[config.mk]
export PLATFORM = sky130hd
export DESIGN_NAME = platform_core
export DESIGN_NICKNAME = d
export VERILOG_FILES = /design/src/logic/pixel_pkg.sv /design/src/logic/reg_map_pkg.sv /design/src/logic/pixel_unpack.sv /design/src/logic/platform_core.sv /design/src/logic/por_sequencer.sv /design/src/logic/reg_bank.sv /design/src/logic/stream_monitor.sv
export VERILOG_INCLUDE_DIRS = /design/src /design/src/include
export SDC_FILE = /design/constraint.sdc
export NUM_CORES = 1
export LEC_CHECK = 0
export BUFFER_PORTS_ARGS = -buffer_cell sky130_fd_sc_hd__buf_2
export CAP_MARGIN = 20
export CORE_AREA = 4 4 106 108
export CTS_CLUSTER_SIZE = 10
export DETAILED_ROUTE_END_ITERATION = 8
export DIE_AREA = 0 0 110 112
export PLACE_DENSITY = 0.8
export SETUP_SLACK_MARGIN = 0.15
export SLEW_MARGIN = 20
export SYNTH_ARGS = -nofsm -noshare
export SYNTH_HDL_FRONTEND = slang
export SYNTH_SLANG_ARGS = --single-unit
[constraint.sdc]
create_clock -name reg_ctrl_clk -period 3.9 [get_ports reg_ctrl_clk]
set_input_delay 0.39 -clock reg_ctrl_clk [delete_from_list [all_inputs] [get_ports reg_ctrl_clk]]
set_output_delay 0.39 -clock reg_ctrl_clk [all_outputs]
set_load 0.005 [all_outputs]
[src/include/platform_config.svh]
//************************************************
// Platform core configuration
// Bus widths, stream widths and power-on length
//************************************************
`ifndef PLATFORM_CONFIG_SVH
`define PLATFORM_CONFIG_SVH

// Register bus
`define PLAT_DATA_W       32
`define PLAT_ADDR_W       13
`define PLAT_REG_IDX_LSB  4
`define PLAT_REG_IDX_W    9
`define PLAT_BE_W         4
`define PLAT_FW_VERSION   32'h0001_0002
`define PLAT_LED_W        4

// Hold time after external reset release
`define PLAT_POR_CYCLES   16

// Camera and pixel stream
`define PLAT_PIX_IN_W     16
`define PLAT_PIX_OUT_W    24

// Monitor field widths, these sum to the data width
`define PLAT_SOF_CNT_W    8
`define PLAT_EOL_CNT_W    12
`define PLAT_BEAT_CNT_W   12

`endif

[src/logic/pixel_pkg.sv]
//************************************************
// Camera pixel word layout
//************************************************
`include "platform_config.svh"

package pixel_pkg;

   // Camera halfword, raw or as colour fields
   // Blue sits on top, red in the low bits
   typedef union packed {
      logic [`PLAT_PIX_IN_W-1:0] raw;
      struct packed {
         logic [4:0] blue;
         logic [5:0] green;
         logic [4:0] red;
      } fld;
   } pix565_u;

endpackage

[src/logic/reg_map_pkg.sv]
//************************************************
// Register map of the control bank
// Indices and the monitor count word layout
//************************************************
`include "platform_config.svh"

package reg_map_pkg;

   //************************************************
   // Register indices
   //************************************************
   // Firmware version, read only
   localparam logic [`PLAT_REG_IDX_W-1:0] REG_IDX_FW_VER   = 9'd0;
   // LED control, byte-lane writable
   localparam logic [`PLAT_REG_IDX_W-1:0] REG_IDX_LED_CTRL = 9'd1;
   // Stream counts, read only
   localparam logic [`PLAT_REG_IDX_W-1:0] REG_IDX_MON_CNT  = 9'd2;

   //************************************************
   // Monitor count word
   //************************************************
   // Raw view for the read mux, field view for the monitor
   typedef union packed {
      logic [`PLAT_DATA_W-1:0] raw;
      struct packed {
         logic [`PLAT_SOF_CNT_W-1:0]  sof_cnt;
         logic [`PLAT_EOL_CNT_W-1:0]  eol_cnt;
         logic [`PLAT_BEAT_CNT_W-1:0] beat_cnt;
      } fld;
   } mon_cnt_u;

endpackage

[src/logic/pixel_unpack.sv]
//************************************************
// RGB565 to RGB888 unpacker, one register stage
//************************************************
`timescale 1ns/1ps
`include "platform_config.svh"

module pixel_unpack
   import pixel_pkg::*;
(
   input  logic                       reg_ctrl_clk,
   input  logic                       rst_n_i,
   input  logic                       sys_ready_i,
   input  logic                       cam_valid_i,
   input  logic                       cam_sof_i,
   input  logic                       cam_eol_i,
   input  pix565_u                    cam_pix_i,
   output logic                       pix_valid_o,
   output logic                       pix_sof_o,
   output logic                       pix_eol_o,
   output logic [`PLAT_PIX_OUT_W-1:0] pix_data_o
);

   logic beat_in;

   // Beats before ready are dropped
   assign beat_in = cam_valid_i && sys_ready_i;

   // Strobe and flags, flags cleared off-beat
   always_ff @(posedge reg_ctrl_clk or negedge rst_n_i)
   begin
      if (!rst_n_i)
      begin
         pix_valid_o <= 1'b0;
         pix_sof_o   <= 1'b0;
         pix_eol_o   <= 1'b0;
      end
      else
      begin
         pix_valid_o <= beat_in;
         pix_sof_o   <= beat_in && cam_sof_i;
         pix_eol_o   <= beat_in && cam_eol_i;
      end
   end

   // Lanes R, B, G from the top, low bits zero
   always_ff @(posedge reg_ctrl_clk)
   begin
      if (beat_in)
         pix_data_o <= {cam_pix_i.fld.red,   3'd0,
                        cam_pix_i.fld.blue,  3'd0,
                        cam_pix_i.fld.green, 2'd0};
   end

endmodule

[src/logic/platform_core.sv]
//************************************************
// Platform core top, register and pixel paths
//************************************************
`timescale 1ns/1ps
`include "platform_config.svh"

module platform_core
(
   input  logic                       reg_ctrl_clk,
   input  logic                       rst_n_i,
   // Register bus
   input  logic                       reg_en_i,
   input  logic [`PLAT_BE_W-1:0]      reg_we_i,
   input  logic [`PLAT_ADDR_W-1:0]    reg_addr_i,
   input  logic [`PLAT_DATA_W-1:0]    reg_wdata_i,
   output logic [`PLAT_DATA_W-1:0]    reg_rdata_o,
   // Camera stream in
   input  logic                       cam_valid_i,
   input  logic                       cam_sof_i,
   input  logic                       cam_eol_i,
   input  logic [`PLAT_PIX_IN_W-1:0]  cam_pix_i,
   // Pixel stream out
   output logic                       pix_valid_o,
   output logic                       pix_sof_o,
   output logic                       pix_eol_o,
   output logic [`PLAT_PIX_OUT_W-1:0] pix_data_o,
   // Status
   output logic [`PLAT_DATA_W-1:0]    mon_cnt_o,
   output logic [`PLAT_LED_W-1:0]     led_o,
   output logic                       sys_ready_o
);

   //************************************************
   // Power-on hold
   //************************************************
   por_sequencer u_por_sequencer
   (
      .reg_ctrl_clk ( reg_ctrl_clk ),
      .rst_n_i      ( rst_n_i ),
      .sys_ready_o  ( sys_ready_o )
   );

   //************************************************
   // Control registers
   //************************************************
   reg_bank u_reg_bank
   (
      .reg_ctrl_clk ( reg_ctrl_clk ),
      .rst_n_i      ( rst_n_i ),
      .sys_ready_i  ( sys_ready_o ),
      .reg_en_i     ( reg_en_i ),
      .reg_we_i     ( reg_we_i ),
      .reg_addr_i   ( reg_addr_i ),
      .reg_wdata_i  ( reg_wdata_i ),
      // Count word shared with the status port
      .mon_cnt_i    ( mon_cnt_o ),
      .reg_rdata_o  ( reg_rdata_o ),
      .led_o        ( led_o )
   );

   //************************************************
   // Pixel path
   //************************************************
   pixel_unpack u_pixel_unpack
   (
      .reg_ctrl_clk ( reg_ctrl_clk ),
      .rst_n_i      ( rst_n_i ),
      .sys_ready_i  ( sys_ready_o ),
      .cam_valid_i  ( cam_valid_i ),
      .cam_sof_i    ( cam_sof_i ),
      .cam_eol_i    ( cam_eol_i ),
      .cam_pix_i    ( cam_pix_i ),
      .pix_valid_o  ( pix_valid_o ),
      .pix_sof_o    ( pix_sof_o ),
      .pix_eol_o    ( pix_eol_o ),
      .pix_data_o   ( pix_data_o )
   );

   // Watches the unpacked stream
   stream_monitor u_stream_monitor
   (
      .reg_ctrl_clk ( reg_ctrl_clk ),
      .rst_n_i      ( rst_n_i ),
      .sys_ready_i  ( sys_ready_o ),
      .pix_valid_i  ( pix_valid_o ),
      .pix_sof_i    ( pix_sof_o ),
      .pix_eol_i    ( pix_eol_o ),
      .mon_cnt_o    ( mon_cnt_o )
   );

endmodule

[src/logic/por_sequencer.sv]
//************************************************
// Power-on sequencer, holds core until count done
//************************************************
`timescale 1ns/1ps
`include "platform_config.svh"

module por_sequencer
(
   input  logic reg_ctrl_clk,
   input  logic rst_n_i,
   output logic sys_ready_o
);

   localparam int CNT_W = $clog2(`PLAT_POR_CYCLES + 1);

   logic [CNT_W-1:0] por_cnt;

   // Saturating hold counter
   always_ff @(posedge reg_ctrl_clk or negedge rst_n_i)
   begin
      if (!rst_n_i)
         por_cnt <= '0;
      else if (por_cnt != CNT_W'(`PLAT_POR_CYCLES))
         por_cnt <= por_cnt + 1'b1;
   end

   // Ready rises on the last hold edge and stays
   always_ff @(posedge reg_ctrl_clk or negedge rst_n_i)
   begin
      if (!rst_n_i)
         sys_ready_o <= 1'b0;
      else if (por_cnt >= CNT_W'(`PLAT_POR_CYCLES - 1))
         sys_ready_o <= 1'b1;
   end

endmodule

[src/logic/reg_bank.sv]
//************************************************
// Control register bank
// Byte-lane writes, registered reads, LED drive
//************************************************
`timescale 1ns/1ps
`include "platform_config.svh"

module reg_bank
   import reg_map_pkg::*;
(
   input  logic                    reg_ctrl_clk,
   input  logic                    rst_n_i,
   input  logic                    sys_ready_i,
   input  logic                    reg_en_i,
   input  logic [`PLAT_BE_W-1:0]   reg_we_i,
   input  logic [`PLAT_ADDR_W-1:0] reg_addr_i,
   input  logic [`PLAT_DATA_W-1:0] reg_wdata_i,
   input  mon_cnt_u                mon_cnt_i,
   output logic [`PLAT_DATA_W-1:0] reg_rdata_o,
   output logic [`PLAT_LED_W-1:0]  led_o
);

   //************************************************
   // Decode
   //************************************************
   logic [`PLAT_REG_IDX_W-1:0] reg_idx;
   logic                       wr_req;
   logic                       rd_req;
   logic [`PLAT_DATA_W-1:0]    led_ctrl_q;
   logic [`PLAT_DATA_W-1:0]    rd_word;

   // Register index from byte address
   assign reg_idx = reg_addr_i[`PLAT_REG_IDX_LSB +: `PLAT_REG_IDX_W];

   // Accesses ignored until power-on done
   assign wr_req = sys_ready_i && reg_en_i && (reg_we_i != '0);
   assign rd_req = sys_ready_i && reg_en_i && (reg_we_i == '0);

   //************************************************
   // LED control register
   //************************************************
   // Only the set lanes change
   always_ff @(posedge reg_ctrl_clk or negedge rst_n_i)
   begin
      if (!rst_n_i)
         led_ctrl_q <= '0;
      else if (wr_req && (reg_idx == REG_IDX_LED_CTRL))
      begin
         for (int b = 0; b < `PLAT_BE_W; b++)
         begin
            if (reg_we_i[b])
               led_ctrl_q[b*8 +: 8] <= reg_wdata_i[b*8 +: 8];
         end
      end
   end

   // LED pins from low field
   assign led_o = led_ctrl_q[`PLAT_LED_W-1:0];

   //************************************************
   // Read path
   //************************************************
   // Unmapped indices give zero
   always_comb
   begin
      case (reg_idx)
         REG_IDX_FW_VER:   rd_word = `PLAT_FW_VERSION;
         REG_IDX_LED_CTRL: rd_word = led_ctrl_q;
         REG_IDX_MON_CNT:  rd_word = mon_cnt_i.raw;
         default:          rd_word = '0;
      endcase
   end

   // One cycle latency, held until next read
   always_ff @(posedge reg_ctrl_clk or negedge rst_n_i)
   begin
      if (!rst_n_i)
         reg_rdata_o <= '0;
      else if (rd_req)
         reg_rdata_o <= rd_word;
   end

endmodule

[src/logic/stream_monitor.sv]
//************************************************
// Stream monitor, counts starts, line ends, beats
//************************************************
`timescale 1ns/1ps
`include "platform_config.svh"

module stream_monitor
   import reg_map_pkg::*;
(
   input  logic     reg_ctrl_clk,
   input  logic     rst_n_i,
   input  logic     sys_ready_i,
   input  logic     pix_valid_i,
   input  logic     pix_sof_i,
   input  logic     pix_eol_i,
   output mon_cnt_u mon_cnt_o
);

   logic beat;

   // Only count once the core is running
   assign beat = pix_valid_i && sys_ready_i;

   //************************************************
   // Counters
   //************************************************
   // Each field wraps at its own width
   always_ff @(posedge reg_ctrl_clk or negedge rst_n_i)
   begin
      if (!rst_n_i)
         mon_cnt_o <= '0;
      else if (!sys_ready_i)
         // Held clear during power-on
         mon_cnt_o <= '0;
      else if (beat)
      begin
         mon_cnt_o.fld.beat_cnt <= mon_cnt_o.fld.beat_cnt + 1'b1;
         // Frame start
         if (pix_sof_i)
            mon_cnt_o.fld.sof_cnt <= mon_cnt_o.fld.sof_cnt + 1'b1;
         // Line end
         if (pix_eol_i)
            mon_cnt_o.fld.eol_cnt <= mon_cnt_o.fld.eol_cnt + 1'b1;
      end
   end

endmodule

After elaboration in Yosys (flattened, before gate mapping)
Index checks and enable logic that the tools add are counted.
{ "word_totals": {"reg_bits": 121, "wordCells": 47, "output_inout_bits": 96} }
{ "op_classes": {"order_cmp": 1, "reduce_logical": 17, "add_sub_neg": 4, "muxes": 5, "n_eq_ne": 6} }
{ "ops": {"columns": ["operator", "count"], "rows": [
  ["$pmux W32 S3", 1],
  ["$mux W32", 2],
  ["$add A12 B1 Y12 const B", 2],
  ["$mux W12", 1],
  ["$reduce_and A2 Y1", 6],
  ["$eq A9 B1 Y1 const B", 1],
  ["$eq A9 B2 Y1 const B", 1],
  ["$logic_not A9 Y1", 1],
  ["$add A8 B1 Y8 const B", 1],
  ["$logic_and A1 B1 Y1", 8],
  ["$mux W8", 1],
  ["$ne A2 B1 Y1 const B", 3],
  ["$add A5 B1 Y5 const B", 1],
  ["$ge A5 B4 Y1 const B", 1],
  ["$ne A5 B5 Y1 const B", 1],
  ["$logic_not A4 Y1", 1],
  ["$reduce_bool A4 Y1", 1]
]} }

Longest topological paths before layout
{ "depth": {"word_depth": 4, "depth_mapped": 5, "ltp_nobuf": 5} }

Hierarchy
From an unflattened synthesis, not the netlist that was laid out.
{ "hier_totals": {"hier_cells": 445, "hier_area_um2": 5375.2} }
{ "by_module_without_submodules": {"columns": ["mod", "n_inst", "cells_per_inst", "area_each_um2"], "rows": [
  ["reg_bank", 1, 234, 2874.0],
  ["stream_monitor", 1, 156, 1567.8],
  ["pixel_unpack", 1, 31, 639.4],
  ["por_sequencer", 1, 24, 294.0]
]} }

Worst setup path after synthesis
OpenSTA, ideal clock, no wires.
{ "synth_path": {"kind": "register to register", "start": "reg u_por_sequencer.sys_ready_o", "end": "reg u_pixel_unpack.pix_data_o[11] (enable)", "path_stages_with_launch": 4, "path_slack_ns": 2.156, "t_required_ns": 3.526, "setup_ns": 0.374, "n_path_buf": 2, "period_less_slack_ns": 1.744, "arrival_ns": 1.369, "path_cell_list": "dfrtp_1 clkbuf_1 clkbuf_1 and2_1"} }
{ "synth_via": {"elab_chain_len": 1} }
{ "synth_lines": {"columns": ["element", "line_no", "rtl"], "rows": [
  ["start: declaration", "por_sequencer.sv:11", "output logic sys_ready_o"],
  ["start signal: assignment", "por_sequencer.sv:31", "sys_ready_o <= 1'b0;"],
  ["start signal: assignment", "por_sequencer.sv:33", "sys_ready_o <= 1'b1;"],
  ["$logic_and A1 B1 Y1", "pixel_unpack.sv:26", "assign beat_in = cam_valid_i && sys_ready_i;"],
  ["via u_pixel_unpack.beat_in", "pixel_unpack.sv:23", "logic beat_in;"],
  ["end signal: assignment", "pixel_unpack.sv:49", "pix_data_o <= {cam_pix_i.fld.red, 3'd0,"],
  ["end: declaration", "pixel_unpack.sv:20", "output logic [`PLAT_PIX_OUT_W-1:0] pix_data_o"]
]} }
The timed path passes the listed nets, and every way through them passes these cells.
A chain may end at the register's enable or synchronous reset.

Worst setup path after layout
{ "layout_path": {"start": "reg u_pixel_unpack.pix_valid_o", "end": "reg u_stream_monitor.mon_cnt_o[21] (netlist bit)"} }
{ "layout_via": {"elab_chain_len": 3} }
{ "layout_lines": {"columns": ["element", "line_no", "rtl"], "rows": [
  ["start: declaration", "pixel_unpack.sv:17", "output logic pix_valid_o,"],
  ["start signal: assignment", "pixel_unpack.sv:39", "pix_valid_o <= beat_in;"],
  ["$logic_and A1 B1 Y1", "stream_monitor.sv:22", "assign beat = pix_valid_i && sys_ready_i;"],
  ["$ne A2 B1 Y1 (no source line)", null, null],
  ["$reduce_and A2 Y1 (no source line)", null, null],
  ["end: declaration", "stream_monitor.sv:16", "output mon_cnt_u mon_cnt_o"]
]} }
No other way between the ends.

==> reports/qor.csv <==
stage;metric;value;unit
critical_path;r2r-end;u_stream_monitor.mon_cnt_o[21]$_DFFE_PN0P_;
grt;grt_use_total;23.1;%
sta;hold_viol_final;0;
detailed_routing;first_pass_iters;4;
layout;fin_area;6930;um^2
detailed_routing;vias;4027;
layout;area_delta_synth_final;25.7;%
place;portBuffers;154;
clocking;clk_path_buf_depth;2;
synth;synthTopCellsByArea;dfrtp_1, edfxtp_1, mux2_4;
synth;yosysMostFrequentCell;dfrtp_1;
detailed_routing;dr.first_iter.drc_count;255;
synth;yosysWarnings;0;
floorplanning;core_area;10200;um^2
detailed_routing;drc;0;
pwr;pwr-share-comb;10.6;%
grt;grt_pass1_vias;4203;
critical_path;cp.required;4.31;ns
sta;slew_violations;0;
sta;setup-violations-final;0;
critical_path;reg2reg_depth;4;
grt;grt_overflow_total;0;
synth;synthCells;443;
critical_path;crit_type;reg2reg;
critical_path;slowest_delay;0.72;ns
sta;post-route-period-util;47.9;%
pwr;power.internal;2590;uW
clocking;cts-root-buf;clkbuf_8;
sta;rsz0062_at_grt;false;
sta;min_period;1.87;ns
critical_path;crit_arrival;2.27;ns
synth;yosysTopAreaCell;dfrtp_1;
clocking;clk_pin_slew_worst_paths;0.06;ns
pwr;p_sw;843;uW
sta;tightest_slew;0.946;ns
place;dp_slack;1.64;ns
pwr;power.density;495;nW/um^2
sta;slew_headroom;36.7;%
detailed_routing;postRouteAntennaNets;0;
worst_hold_path;min_path_type;in2async;
critical_path;rrSetupSlack;2.03;ns
floorplanning;die_h;112;um
detailed_routing;wire_per_inst;18.1;um
detailed_routing;vias_per_cell;5.42;
clocking;cts_resized;0;
clocking;insertion_delay;0.51;ns
clocking;cts_num_sinks;121;
floorplanning;ioPinCount;167;
place;placed_area;6330;um^2
sta;fin_worst_skew;0.00809;ns
pwr;p_leak;0.00353;uW
clocking;numCtsBuffers;17;
layout;layout.nets;671;
grt;antenna_found_initial;0;
critical_path;critPathMaxFanout;15;
place;dp_hpwl;9130;um
synth;dominantRegCellSynth;dfrtp_1;
critical_path;start_kind;flip-flop;
place;gp_congestion;0.789;
critical_path;path_cells;a21boi_1, nor4b_1, xor2_1, and2_1;
clocking;hold_buffers;0;
critical_path;endpoint_kind;flip-flop;
layout;drive_gt1_share;37.7;%
synth;ys_seq_area_share;56.4;%
synth;synth_seq_cells;121;
pwr;ir_drop;0.000349;V
detailed_routing;routed_wl;13500;um
job;drv_cap;0;
floorplanning;die_w;110;um
pwr;power_frac_seq;43.6;%
sta;setup_tns;0;ns
synth;yosys-top-cells-count;dfrtp_1, nand2_1, mux2_4, o31ai_1, a22oi_1;
layout;finish.utilization;67.7;%
clocking;htree_num_levels;4;
grt;grt_pass1_wl;21800;um
layout;insertedDiodeCount;0;
critical_path;slowest_stage;dfrtp_1;
clocking;cts_setup_buffers;0;
synth;synth_edf_count;16;
run_status;status;completed;
grt;grt_max_degree;76;
synth;synth_area;5510;um^2
sta;finalWorstSetupSlack;2.03;ns
synth;synth_top_area_share;47.7;%
floorplanning;placementRows;37;
pwr;clkPwrFrac;45.8;%
pwr;p_sw_share;24.6;%
synth;syn_avg_cell_area;12.4;um^2
synth;synth_cell_types;41;
synth;async_flop_share;86.8;%
floorplanning;initial_core_util;53.9;%
critical_path;r2r_start;u_pixel_unpack.pix_valid_o$_DFF_PN0_;
floorplanning;die_area;12300;um^2
sta;max_clock_freq;0.535;GHz
clocking;cts_tree;yes;
-- cell families after synthesis --
logic type / Yosys count / share of synthesized area [%]
compound gates: 76 / 10.0
xor+xnor: 30 / 4.77
fa+ha+maj: 6 / 1.36
buf+inv: 41 / 4.06
flops: 121 / 56.4
mux: 35 / 9.28
other cells: 1 / 0.0680
simple gates: 133 / 14.1
-- layout make-up --
type                            instances  area [um^2]
Fill cell                             790         3300
Sequential cell                       121         3110
Multi-Input combinational cell        288         2220
Timing Repair Buffer                  158          803
Clock buffer                           24          480
Tap cell                              136          170
Clock inverter                          8          118
Inverter                                8         30.0
-- sequential cells by signal (all words and copies together) (netlist names) --
register,count
u_reg_bank.led_ctrl_q,32
u_reg_bank.reg_rdata_o,32
u_stream_monitor.mon_cnt_o,32
u_pixel_unpack.pix_data_o,16
u_por_sequencer.por_cnt,5
u_pixel_unpack.pix_eol_o,1
u_pixel_unpack.pix_sof_o,1
u_pixel_unpack.pix_valid_o,1
u_por_sequencer.sys_ready_o,1
-- layer usage --
layer	wire length [um]	global-route usage, %	part of all wire, %
met3	1030	7.59	7.6
met1	5660	29.8	42
met5	0	0	0
met2	6670	37.2	50
met4	95	6.23	0.71
-- cells in the final DEF, fill, tap and decap left out, drive strengths merged, types with 3 or more instances in the layout --
master,count
a21boi,4
clkbuf,24
nand3,15
nor4,4
xor2,17
clkinv,4
ha,6
inv,8
edfxtp,16
a21oi,5
nand2,48
dfrtp,105
and3,7
xnor2,13
mux2,33
and2,28
nor2,3
nand4,7
buf,158
conb,8
bufinv,3
o31ai,32
nor2b,3
a22oi,30
nor3,9
-- power by group through the flow --
stage | clock network (uW) | logic (uW) | registers, uW
floorplan | 0 | 186 | 1490
global placement | 0 | 356 | 1510
detailed placement | 0 | 365 | 1520
CTS | 1590 | 372 | 1490
global route | 1660 | 412 | 1510
finish | 1570 | 363 | 1500
-- how the worst max path moves through the flow --
stage / start / to / depth (start not counted)
after detailed placement: reg_we_i[1] / u_reg_bank.reg_rdata_o[6]$_DFFE_PN0P_ / 4
final: u_pixel_unpack.pix_valid_o$_DFF_PN0_ / u_stream_monitor.mon_cnt_o[21]$_DFFE_PN0P_ / 4
after global routing: u_pixel_unpack.pix_valid_o$_DFF_PN0_ / u_stream_monitor.mon_cnt_o[21]$_DFFE_PN0P_ / 4
after floorplan: u_por_sequencer.sys_ready_o$_DFFE_PN0P_ / u_pixel_unpack.pix_data_o[11]$_DFFE_PP_ / 3
after CTS: u_pixel_unpack.pix_valid_o$_DFF_PN0_ / pix_valid_o / 1
after global placement: reg_we_i[1] / u_reg_bank.reg_rdata_o[16]$_DFFE_PN0P_ / 4
-- metrics by stage --
| step | power, uW | instances | hold slack, ns |
|---|---|---|---|
| 3_5_place_dp | 1880 | 711 | 0.463 |
| 6_report | 3430 | 743 | 0.00961 |
| 2_1_floorplan | 1680 | 450 | 0.0944 |
| 4_1_cts | 3460 | 743 | 0.0234 |
| 5_1_grt | 3580 | 743 | 0.0203 |
| 3_3_place_gp | 1870 | 711 | 0.453 |
-- worst max-delay path: cells and delay by family (launching register included) --
family | cells | cell delay [ns]
flops | 1 | 0.72
simple gates | 2 | 0.63
compound gates | 1 | 0.29
xor+xnor | 1 | 0.12
Note: power is estimated with default switching activity, not from simulation.
